### config.mk
export PLATFORM = sky130hd
export DESIGN_NAME = axil_cmd_top
export DESIGN_NICKNAME = d
export VERILOG_FILES = /design/src/axil_pkg.sv /design/src/axil_cmd_top.sv /design/src/axil_irq_collect.sv /design/src/axil_master_ctrl.sv /design/src/axil_reg_slave.sv /design/src/axil_xfer_regs.sv
export SDC_FILE = /design/constraint.sdc
export NUM_CORES = 1
export LEC_CHECK = 0
export ABC_AREA = 1
export BUFFER_PORTS_ARGS = -buffer_cell sky130_fd_sc_hd__buf_4
export CAP_MARGIN = 10
export CORE_MARGIN = 3
export CORE_UTILIZATION = 25
export CTS_BUF_LIST = sky130_fd_sc_hd__clkbuf_8
export DETAILED_ROUTE_END_ITERATION = 8
export PLACE_DENSITY_LB_ADDON = 0.1
export SYNTH_ARGS = -nofsm -noshare
export SYNTH_HDL_FRONTEND = slang
export SYNTH_SLANG_ARGS = --single-unit
### constraint.sdc
create_clock -name clk -period 9 [get_ports clk]
set_clock_uncertainty 0.05 [all_clocks]
set_input_delay 1.8 -clock clk [delete_from_list [all_inputs] [get_ports clk]]
set_output_delay 1.8 -clock clk [all_outputs]
set_load 0.01 [all_outputs]
### src/axil_pkg.sv
`default_nettype none

package axil_pkg;

  // Controller states
  typedef enum logic [2:0] {
    IDLE       = 3'd0,
    WRITE_ADDR = 3'd1,  // Address phase of a write
    WRITE_DATA = 3'd2,
    WRITE_RESP = 3'd3,  // Waiting on bvalid
    READ_ADDR  = 3'd4,
    READ_DATA  = 3'd5,  // Waiting on rvalid
    CMD_DONE   = 3'd6,  // Ack held until host drops enable
    SEND_IRQ   = 3'd7
  } master_state_e;

  // AXI response codes
  typedef enum logic [1:0] {
    RESP_OKAY   = 2'd0,
    RESP_EXOKAY = 2'd1,
    RESP_SLVERR = 2'd2,
    RESP_DECERR = 2'd3
  } axi_resp_e;

  // Status word layout
  localparam int STAT_BUSY    = 0;
  localparam int STAT_ERROR   = 4;
  localparam int STAT_RESP_LO = 8;  // Response in bits 9:8

  // Slave register file
  localparam logic [31:0] ID_WORD   = 32'hA11C_0DE5;
  localparam int          REG_COUNT = 16;  // Top word is the identifier

endpackage

`default_nettype wire

### src/axil_cmd_top.sv
`timescale 1ns/1ns
`default_nettype none

module axil_cmd_top #(
  parameter int ADDR_W = 16,
  parameter int IRQ_W  = 8
) (
  input  wire               clk,
  input  wire               w_rst,
  // Host command
  input  wire               i_cmd_en,
  input  wire               i_cmd_wr_rd,
  input  wire  [ADDR_W-1:0] i_cmd_addr,
  input  wire  [31:0]       i_cmd_data,
  input  wire  [3:0]        i_cmd_byte_en,
  output logic              o_cmd_ack,
  output logic [31:0]       o_cmd_data,
  output logic [31:0]       o_cmd_status,
  output logic              o_cmd_interrupt,
  output logic [IRQ_W-1:0]  o_irq_vector,
  input  wire  [IRQ_W-1:0]  i_interrupts
);

  // AXI4-Lite bus
  logic [ADDR_W-1:0] awaddr;
  logic [ADDR_W-1:0] araddr;
  logic              awvalid, awready;
  logic [31:0]       wdata;
  logic [3:0]        wstrb;
  logic              wvalid, wready;
  logic [1:0]        bresp;
  logic              bvalid, bready;
  logic              arvalid, arready;
  logic [31:0]       rdata;
  logic [1:0]        rresp;
  logic              rvalid, rready;
  // Controller to datapaths
  logic              cap_cmd, cap_resp, cap_rdata;
  logic              busy;
  logic              irq_pending, irq_take;

  axil_master_ctrl u_ctrl (
    .clk(clk), .w_rst(w_rst),
    .i_cmd_en(i_cmd_en), .i_cmd_wr_rd(i_cmd_wr_rd),
    .i_awready(awready), .i_wready(wready), .i_bvalid(bvalid),
    .i_arready(arready), .i_rvalid(rvalid), .i_irq_pending(irq_pending),
    .o_awvalid(awvalid), .o_wvalid(wvalid), .o_bready(bready),
    .o_arvalid(arvalid), .o_rready(rready),
    .o_cap_cmd(cap_cmd), .o_cap_resp(cap_resp), .o_cap_rdata(cap_rdata),
    .o_busy(busy), .o_cmd_ack(o_cmd_ack),
    .o_cmd_interrupt(o_cmd_interrupt), .o_irq_take(irq_take)
  );

  axil_xfer_regs #(.ADDR_W(ADDR_W)) u_xfer (
    .clk(clk), .w_rst(w_rst),
    .i_cap_cmd(cap_cmd), .i_cap_resp(cap_resp), .i_cap_rdata(cap_rdata),
    .i_busy(busy),
    .i_cmd_addr(i_cmd_addr), .i_cmd_data(i_cmd_data), .i_cmd_byte_en(i_cmd_byte_en),
    .i_bresp(bresp), .i_rresp(rresp), .i_rdata(rdata),
    .o_awaddr(awaddr), .o_araddr(araddr), .o_wdata(wdata), .o_wstrb(wstrb),
    .o_cmd_data(o_cmd_data), .o_cmd_status(o_cmd_status)
  );

  axil_irq_collect #(.IRQ_W(IRQ_W)) u_irq (
    .clk(clk), .w_rst(w_rst),
    .i_interrupts(i_interrupts), .i_irq_take(irq_take),
    .o_irq_pending(irq_pending), .o_irq_vector(o_irq_vector)
  );

  axil_reg_slave #(.ADDR_W(ADDR_W)) u_slave (
    .clk(clk), .w_rst(w_rst),
    .i_awaddr(awaddr), .i_awvalid(awvalid), .o_awready(awready),
    .i_wdata(wdata), .i_wstrb(wstrb), .i_wvalid(wvalid), .o_wready(wready),
    .o_bresp(bresp), .o_bvalid(bvalid), .i_bready(bready),
    .i_araddr(araddr), .i_arvalid(arvalid), .o_arready(arready),
    .o_rdata(rdata), .o_rresp(rresp), .o_rvalid(rvalid), .i_rready(rready)
  );

endmodule

`default_nettype wire

### src/axil_irq_collect.sv
`timescale 1ns/1ns
`default_nettype none

module axil_irq_collect #(
  parameter int IRQ_W = 8
) (
  input  wire              clk,
  input  wire              w_rst,
  input  wire  [IRQ_W-1:0] i_interrupts,
  input  wire              i_irq_take,    // Single-cycle delivery pulse
  output logic             o_irq_pending,
  output logic [IRQ_W-1:0] o_irq_vector
);

  logic [IRQ_W-1:0] prev_q;
  logic [IRQ_W-1:0] pending_q;
  logic [IRQ_W-1:0] rise;

  assign rise          = i_interrupts & ~prev_q;  // New edges only
  assign o_irq_pending = |pending_q;

  always_ff @(posedge clk) begin
    if (w_rst) begin
      prev_q       <= '0;
      pending_q    <= '0;
      o_irq_vector <= '0;
    end else begin
      prev_q <= i_interrupts;
      if (i_irq_take) begin
        o_irq_vector <= pending_q;
        pending_q    <= rise;  // Same-cycle edge waits for next delivery
      end else begin
        pending_q <= pending_q | rise;
      end
    end
  end

endmodule

`default_nettype wire

### src/axil_master_ctrl.sv
`timescale 1ns/1ns
`default_nettype none

module axil_master_ctrl (
  input  wire  clk,
  input  wire  w_rst,
  // Host command
  input  wire  i_cmd_en,
  input  wire  i_cmd_wr_rd,     // 1 = write
  // AXI handshakes
  input  wire  i_awready,
  input  wire  i_wready,
  input  wire  i_bvalid,
  input  wire  i_arready,
  input  wire  i_rvalid,
  input  wire  i_irq_pending,
  output logic o_awvalid,
  output logic o_wvalid,
  output logic o_bready,
  output logic o_arvalid,
  output logic o_rready,
  // Datapath strobes
  output logic o_cap_cmd,
  output logic o_cap_resp,
  output logic o_cap_rdata,
  output logic o_busy,
  output logic o_cmd_ack,
  output logic o_cmd_interrupt,
  output logic o_irq_take
);

  import axil_pkg::*;

  master_state_e state;

  // Command wins over interrupt delivery
  assign o_cap_cmd   = (state == IDLE) && i_cmd_en;
  assign o_irq_take  = (state == IDLE) && !i_cmd_en && i_irq_pending;
  assign o_cap_rdata = (state == READ_DATA) && i_rvalid && o_rready;
  assign o_cap_resp  = ((state == WRITE_RESP) && i_bvalid && o_bready) || o_cap_rdata;

  assign o_busy          = (state != IDLE);
  assign o_cmd_interrupt = (state == SEND_IRQ);  // One cycle with the vector already loaded

  always_ff @(posedge clk) begin
    if (w_rst) begin
      state     <= IDLE;
      o_awvalid <= 1'b0;
      o_wvalid  <= 1'b0;
      o_bready  <= 1'b0;
      o_arvalid <= 1'b0;
      o_rready  <= 1'b0;
      o_cmd_ack <= 1'b0;
    end else begin
      case (state)
        IDLE: begin
          if (i_cmd_en) begin
            if (i_cmd_wr_rd) begin
              state     <= WRITE_ADDR;
              o_awvalid <= 1'b1;  // Address valid with the state change
            end else begin
              state     <= READ_ADDR;
              o_arvalid <= 1'b1;
            end
          end else if (i_irq_pending) begin
            state <= SEND_IRQ;
          end
        end
        WRITE_ADDR: begin
          if (o_awvalid && i_awready) begin
            o_awvalid <= 1'b0;
            o_wvalid  <= 1'b1;
            state     <= WRITE_DATA;
          end
        end
        WRITE_DATA: begin
          if (o_wvalid && i_wready) begin
            o_wvalid <= 1'b0;
            o_bready <= 1'b1;  // Accept response as soon as offered
            state    <= WRITE_RESP;
          end
        end
        WRITE_RESP: begin
          if (o_bready && i_bvalid) begin
            o_bready  <= 1'b0;
            o_cmd_ack <= 1'b1;
            state     <= CMD_DONE;
          end
        end
        READ_ADDR: begin
          if (o_arvalid && i_arready) begin
            o_arvalid <= 1'b0;
            o_rready  <= 1'b1;
            state     <= READ_DATA;
          end
        end
        READ_DATA: begin
          if (o_rready && i_rvalid) begin
            o_rready  <= 1'b0;
            o_cmd_ack <= 1'b1;  // Data and status land on this edge too
            state     <= CMD_DONE;
          end
        end
        CMD_DONE: begin
          // Four-phase release
          if (!i_cmd_en) begin
            o_cmd_ack <= 1'b0;
            state     <= IDLE;
          end
        end
        SEND_IRQ: state <= IDLE;
        default:  state <= IDLE;
      endcase
    end
  end

  // Valids held until accepted
  a_awvalid_hold: assert property (@(posedge clk) disable iff (w_rst)
    o_awvalid && !i_awready |=> o_awvalid);
  a_wvalid_hold: assert property (@(posedge clk) disable iff (w_rst)
    o_wvalid && !i_wready |=> o_wvalid);
  a_arvalid_hold: assert property (@(posedge clk) disable iff (w_rst)
    o_arvalid && !i_arready |=> o_arvalid);

  // Ack held through the whole of CMD_DONE
  a_done_ack: assert property (@(posedge clk) disable iff (w_rst)
    (state == CMD_DONE) |-> o_cmd_ack);
  // Ack never shown from idle
  a_ack_busy: assert property (@(posedge clk) disable iff (w_rst)
    o_cmd_ack |-> o_busy);

endmodule

`default_nettype wire

### src/axil_reg_slave.sv
`timescale 1ns/1ns
`default_nettype none

module axil_reg_slave #(
  parameter int ADDR_W = 16
) (
  input  wire               clk,
  input  wire               w_rst,
  // Write address
  input  wire  [ADDR_W-1:0] i_awaddr,
  input  wire               i_awvalid,
  output logic              o_awready,
  // Write data
  input  wire  [31:0]       i_wdata,
  input  wire  [3:0]        i_wstrb,
  input  wire               i_wvalid,
  output logic              o_wready,
  // Write response
  output logic [1:0]        o_bresp,
  output logic              o_bvalid,
  input  wire               i_bready,
  // Read address
  input  wire  [ADDR_W-1:0] i_araddr,
  input  wire               i_arvalid,
  output logic              o_arready,
  // Read data
  output logic [31:0]       o_rdata,
  output logic [1:0]        o_rresp,
  output logic              o_rvalid,
  input  wire               i_rready
);

  import axil_pkg::*;

  localparam int               IDX_W  = $clog2(REG_COUNT);
  localparam logic [IDX_W-1:0] ID_IDX = IDX_W'(REG_COUNT - 1);

  logic [31:0]       regs [0:REG_COUNT-2];  // Writable words below the ID word
  logic [ADDR_W-1:0] aw_addr_q;
  logic              aw_got;                // Write address taken and data pending
  logic [IDX_W-1:0]  w_idx;
  logic [IDX_W-1:0]  r_idx;
  logic              w_dec;
  logic              r_dec;

  // Word index from bits 5:2 and window check on the bits above
  assign w_idx = aw_addr_q[IDX_W+1:2];
  assign r_idx = i_araddr[IDX_W+1:2];
  assign w_dec = |aw_addr_q[ADDR_W-1:IDX_W+2];
  assign r_dec = |i_araddr[ADDR_W-1:IDX_W+2];

  always_ff @(posedge clk) begin
    if (w_rst) begin
      o_awready <= 1'b0;
      o_wready  <= 1'b0;
      o_bvalid  <= 1'b0;
      o_arready <= 1'b0;
      o_rvalid  <= 1'b0;
      aw_got    <= 1'b0;
      for (int i = 0; i < REG_COUNT - 1; i++)
        regs[i] <= '0;
    end else begin
      // Ready one cycle after valid seen
      o_awready <= i_awvalid && !o_awready && !aw_got && !o_bvalid;
      o_wready  <= i_wvalid && !o_wready && aw_got;
      o_arready <= i_arvalid && !o_arready && !o_rvalid;

      if (i_awvalid && o_awready) begin
        aw_addr_q <= i_awaddr;
        aw_got    <= 1'b1;
      end

      if (i_wvalid && o_wready) begin
        aw_got   <= 1'b0;
        o_bvalid <= 1'b1;  // Response right after data
        if (w_dec) begin
          o_bresp <= RESP_DECERR;
        end else if (w_idx == ID_IDX) begin
          o_bresp <= RESP_SLVERR;  // ID word is read only
        end else begin
          o_bresp <= RESP_OKAY;
          for (int b = 0; b < 4; b++) begin
            if (i_wstrb[b])
              regs[w_idx][8*b +: 8] <= i_wdata[8*b +: 8];
          end
        end
      end else if (o_bvalid && i_bready) begin
        o_bvalid <= 1'b0;
      end

      if (i_arvalid && o_arready) begin
        o_rvalid <= 1'b1;
        if (r_dec) begin
          o_rresp <= RESP_DECERR;
          o_rdata <= '0;  // Nothing out of window
        end else if (r_idx == ID_IDX) begin
          o_rresp <= RESP_OKAY;
          o_rdata <= ID_WORD;
        end else begin
          o_rresp <= RESP_OKAY;
          o_rdata <= regs[r_idx];
        end
      end else if (o_rvalid && i_rready) begin
        o_rvalid <= 1'b0;
      end
    end
  end

  // Responses only follow an address transfer
  a_bvalid_cause: assert property (@(posedge clk) disable iff (w_rst)
    $rose(o_bvalid) |-> $past(aw_got));
  // Read address valid seen before ready and held through the transfer
  a_rvalid_cause: assert property (@(posedge clk) disable iff (w_rst)
    $rose(o_rvalid) |-> $past(i_arvalid) && $past(i_arvalid, 2));

endmodule

`default_nettype wire

### src/axil_xfer_regs.sv
`timescale 1ns/1ns
`default_nettype none

module axil_xfer_regs #(
  parameter int ADDR_W = 16
) (
  input  wire               clk,
  input  wire               w_rst,
  input  wire               i_cap_cmd,
  input  wire               i_cap_resp,
  input  wire               i_cap_rdata,
  input  wire               i_busy,
  // Host fields
  input  wire  [ADDR_W-1:0] i_cmd_addr,
  input  wire  [31:0]       i_cmd_data,
  input  wire  [3:0]        i_cmd_byte_en,
  // Slave responses
  input  wire  [1:0]        i_bresp,
  input  wire  [1:0]        i_rresp,
  input  wire  [31:0]       i_rdata,
  output logic [ADDR_W-1:0] o_awaddr,
  output logic [ADDR_W-1:0] o_araddr,
  output logic [31:0]       o_wdata,
  output logic [3:0]        o_wstrb,
  output logic [31:0]       o_cmd_data,
  output logic [31:0]       o_cmd_status
);

  import axil_pkg::*;

  logic [ADDR_W-1:0] addr_q;
  axi_resp_e         resp_q;
  axi_resp_e         resp_sel;
  logic              err_q;

  // One address register serves both channels
  assign o_awaddr = addr_q;
  assign o_araddr = addr_q;

  // Read path answers on rresp
  assign resp_sel = axi_resp_e'(i_cap_rdata ? i_rresp : i_bresp);

  // Command payload
  always_ff @(posedge clk) begin
    if (i_cap_cmd) begin
      addr_q  <= i_cmd_addr;
      o_wdata <= i_cmd_data;
      o_wstrb <= i_cmd_byte_en;
    end
  end

  always_ff @(posedge clk) begin
    if (w_rst) begin
      resp_q     <= RESP_OKAY;
      err_q      <= 1'b0;
      o_cmd_data <= '0;
    end else begin
      if (i_cap_cmd) begin
        resp_q <= RESP_OKAY;  // Fresh status per command
        err_q  <= 1'b0;
      end else if (i_cap_resp) begin
        resp_q <= resp_sel;
        err_q  <= (resp_sel == RESP_SLVERR) || (resp_sel == RESP_DECERR);  // Incoming code
      end
      if (i_cap_rdata)
        o_cmd_data <= i_rdata;
    end
  end

  // Status word, unused bits zero
  always_comb begin
    o_cmd_status                      = '0;
    o_cmd_status[STAT_BUSY]           = i_busy;
    o_cmd_status[STAT_ERROR]          = err_q;
    o_cmd_status[STAT_RESP_LO +: 2]   = resp_q;
  end

endmodule

`default_nettype wire

==> flow_metrics.py <==
metrics = {
    "cells_and_area": {
        "fillerInstances": 13000,
        "stdcell_area_um2": 35760,
        "nets": 3290,
        "multi_input_area_um2": 9393,
        "layout-drive-gt1-share_pct": 12.08,
        "seqCellArea_um2": 19900,
        "syn2layout_area_growth_pct": 15.58,
    },
    "power": {
        "cell_internal_pwr_mw": 5.802,
        "powerDensity_nw_per_um2": 253.0,
        "comb_power_share_pct": 24.6,
        "clkPwrFrac_pct": 33.0,
        "leakagePower_nw": 14.63,
        "p_sw_share_pct": 35.87,
        "total_power_mw": 9.047,
        "ir_drop_mv": 0.1374,
        "p_sw_mw": 3.245,
        "p_seq_share_pct": 42.4,
    },
    "critical_path": {
        "r2r_end": "u_slave.o_rdata[17]",
        "endpoint_kind": "flop",
        "critPathCapture": "u_slave.o_rdata[17]",
        "ff2ff_path_depth": 9,
        "r2r_slack_ns": 5.32,
        "crit_required_ns": 9.44,
        "critPathLaunchType": "flop",
        "critPathKind": "flop to flop",
        "critPathMaxFanout": 62,
        "critical_path_arrival_ns": 4.12,
    },
    "floorplan": {
        "rows": 128,
        "initial_core_util_pct": 25.29,
        "die_x_um": 357.8,
        "fp.dieH_um": 357.8,
        "core_region_area_um2": 122400,
        "ioPinCount": 138,
        "dieArea_um2": 128000,
    },
    "grt": {
        "use_met3_pct": 3.108,
        "gr-total-overflow": 0,
        "grt_start_max_net_pins": 150,
        "grt_pass1_vias": 22320,
        "busiest_layer": "met2",
        "grt_pass1_wl_um": 145000,
        "grtUsageTotal_pct": 15.37,
        "antenna_found_initial": 2,
        "gr-usage-met2_pct": 23.51,
        "globalRouteMet1Util_pct": 21.81,
    },
    "hold_path": {
        "hold_class": "flop to flop",
    },
    "sta": {
        "period_share_pct": 40.89,
        "fmax_mhz": 271.7,
        "hold_viol_final": 0,
        "relSlewSlack_pct": 22.12,
        "worst_slew_pin_slew_ns": 1.165,
        "drv_slew": 0,
        "min_period_ns": 3.680,
        "setup_viol": 0,
        "fin_setup_tns_ns": 0,
        "rsz0062_at_grt": "false",
    },
    "cts": {
        "cts-root-buf": "clkbuf_8",
        "cts.sinks": 688,
        "cts_buffers": 137,
        "cts_tree": "done",
        "htree_levels": 4,
        "clockBufferDepth": 3,
        "clk_pin_slew_ns": 0.05,
        "cts_resized": 0,
        "cts_hold_buffers": 0,
        "clock_latency_ns": 0.79,
        "cts_setup_buffers": 0,
    },
    "place": {
        "place_congestion": 0.7868,
        "dpl_cell_area_um2": 33190,
        "io_buffers": 107,
        "hpwl_um": 62230,
    },
    "synthesis": {
        "synth_edf_count": 611,
        "ys_seq_area_share_pct": 64.28,
        "yosysTopAreaCell": "edfxtp_1",
        "yosys.area_share.simple_pct": 24.82,
        "synth.distinct_cells": 35,
        "yosysWarnings": 0,
        "yosysMostFrequentCell": "nor2_1",
        "synth_common_cells": "nor2_1, edfxtp_1, nand2_1",
        "synth_fa_ha_area_share_pct": 0,
        "synth-xor-area-share_pct": 0,
        "yosysTopAreaCellShare_pct": 59.30,
        "synth_top_family_by_area": "simple AND/OR/NAND/NOR gates",
        "synth_cells": 3104,
        "syn_avg_cell_area_um2": 9.968,
        "synth-compound-area-share_pct": 4.736,
        "muxShareOfSynthArea_pct": 0,
        "synthTopCellsByArea": "edfxtp_1, nor2_1, nand2_1",
        "async_reset_ff_share_pct": 0,
        "syn_area_um2": 30940,
        "ys_ff_latch": 688,
        "synthFlopType": "edfxtp_1",
    },
    "detailed_routing": {
        "ant_nets": 0,
        "routed_wl_um": 98300,
        "vias": 22180,
        "drt_pre_antenna_iters": 6,
        "wl_per_cell_um": 19.80,
        "drt_iter0_drc": 1593,
        "drc_errors": 0,
        "via_per_inst": 4.467,
    },
    "status": {
        "status": "completed",
    },
    "flow_run": {
        "max-cap-violations": 0,
    },
}
==> final cells by class <==
cell class,instances,share of cell area [%]
Sequential cell,688,55.65
Multi-Input combinational cell,2041,26.27
Clock buffer,148,5.696
Tap cell,1625,5.686
Timing Repair Buffer,135,2.918
Inverter,223,2.372
Clock inverter,100,1.386
Antenna cell,4,0.02799
==> registers in the layout (all words and copies together) (netlist names), 2 cells and up, named ones only <==
| name | cells |
|---|---|
| u_ctrl.state | 3 |
| u_irq.o_irq_vector | 8 |
| u_irq.pending_q | 8 |
| u_irq.prev_q | 8 |
| u_slave.aw_addr_q | 14 |
| u_slave.o_bresp | 2 |
| u_slave.o_rdata | 32 |
| u_slave.regs | 512 |
| u_xfer.o_araddr | 14 |
| u_xfer.o_cmd_data | 32 |
| u_xfer.o_wdata | 32 |
| u_xfer.o_wstrb | 4 |
==> power by group through the flow <==
stage,combinational [mW],clock [mW],sequential [mW]
after CTS,2.25,3.12,3.84
after detailed placement,2.24,0,3.91
after global routing,2.46,3.27,3.86
after global placement,2.24,0,3.90
final,2.22,2.99,3.84
after floorplan,1.47,0,3.78
==> per-layer routing <==
layer / wire, µm / part of all wire (%) / vias to the layer above
met3: 6040 / 6.1 / 149
met4: 2311 / 2.4 / 0
met1: 46240 / 47 / 10860
li1: - / - / 10500
met5: 0 / 0 / -
met2: 43710 / 44 / 668
==> layout by cell type (no fill, tap or decap), drive strengths merged <==
| cell | synthesis | routed |
|---|---|---|
| o211ai | 26 | 26 |
| nand3b | 1 | 1 |
| buf | 115 | 134 |
| nor3 | 4 | 4 |
| clkinvlp | 0 | 6 |
| nor4 | 2 | 2 |
| nor2 | 866 | 866 |
| nand3 | 199 | 199 |
| o21ai | 199 | 199 |
| nand2 | 563 | 563 |
| clkbuf | 96 | 149 |
| clkinv | 1 | 28 |
| diode | 0 | 4 |
| or2 | 2 | 2 |
| nand4 | 67 | 67 |
| conb | 1 | 60 |
| a21oi | 50 | 50 |
| a221oi | 1 | 1 |
| edfxtp | 611 | 611 |
| inv | 222 | 286 |
| and2 | 1 | 1 |
| bufinv | 0 | 3 |
| dfxtp | 77 | 77 |
==> per-stage QoR <==
stage,util (%),std cells,hold WS (ns),worst slack (ns)
after floorplan,-,3163,0.3421,4.904
after global placement,27.13,4711,0.3534,4.827
after detailed placement,27.13,4711,0.3576,4.782
after CTS,29.20,4959,0.3695,5.271
after global routing,29.22,4962,0.3992,5.025
final,29.23,4964,0.3670,5.320
==> worst max-delay path, cell delays in order (launching register included) <==
cell and delay (ns):
dfxtp_4 0.94, inv_4 0.48, buf_4 0.53, nor2_1 0.18
o21ai_0 0.13, nand2_1 0.14, nand2_1 0.07, nand3_1 0.21
nand2_1 0.08, nor2_1 0.45
==> logic make-up (layout without fill, tap and decap cells) <==
logic type | Yosys count | in the layout
AOI/OAI and AO/OA | 276 | 276
other | 1 | 64
DFF | 688 | 688
and+or+nand+nor | 1705 | 1705
buffers and inverters | 434 | 606
==> worst min path at each step <==
stage | cells past startpoint | startpoint | slack [ns] | to
CTS | 1 | u_slave.o_arready | 0.37 | u_slave.o_arready
global placement | 1 | u_slave.o_wready | 0.35 | u_slave.o_wready
global route | 1 | u_slave.o_arready | 0.40 | u_slave.o_arready
floorplan | 1 | u_slave.o_arready | 0.34 | u_slave.o_arready
finish | 1 | u_slave.o_arready | 0.37 | u_slave.o_arready
detailed placement | 1 | u_slave.o_arready | 0.36 | u_slave.o_arready
Note: power is estimated with default switching activity, not from simulation.
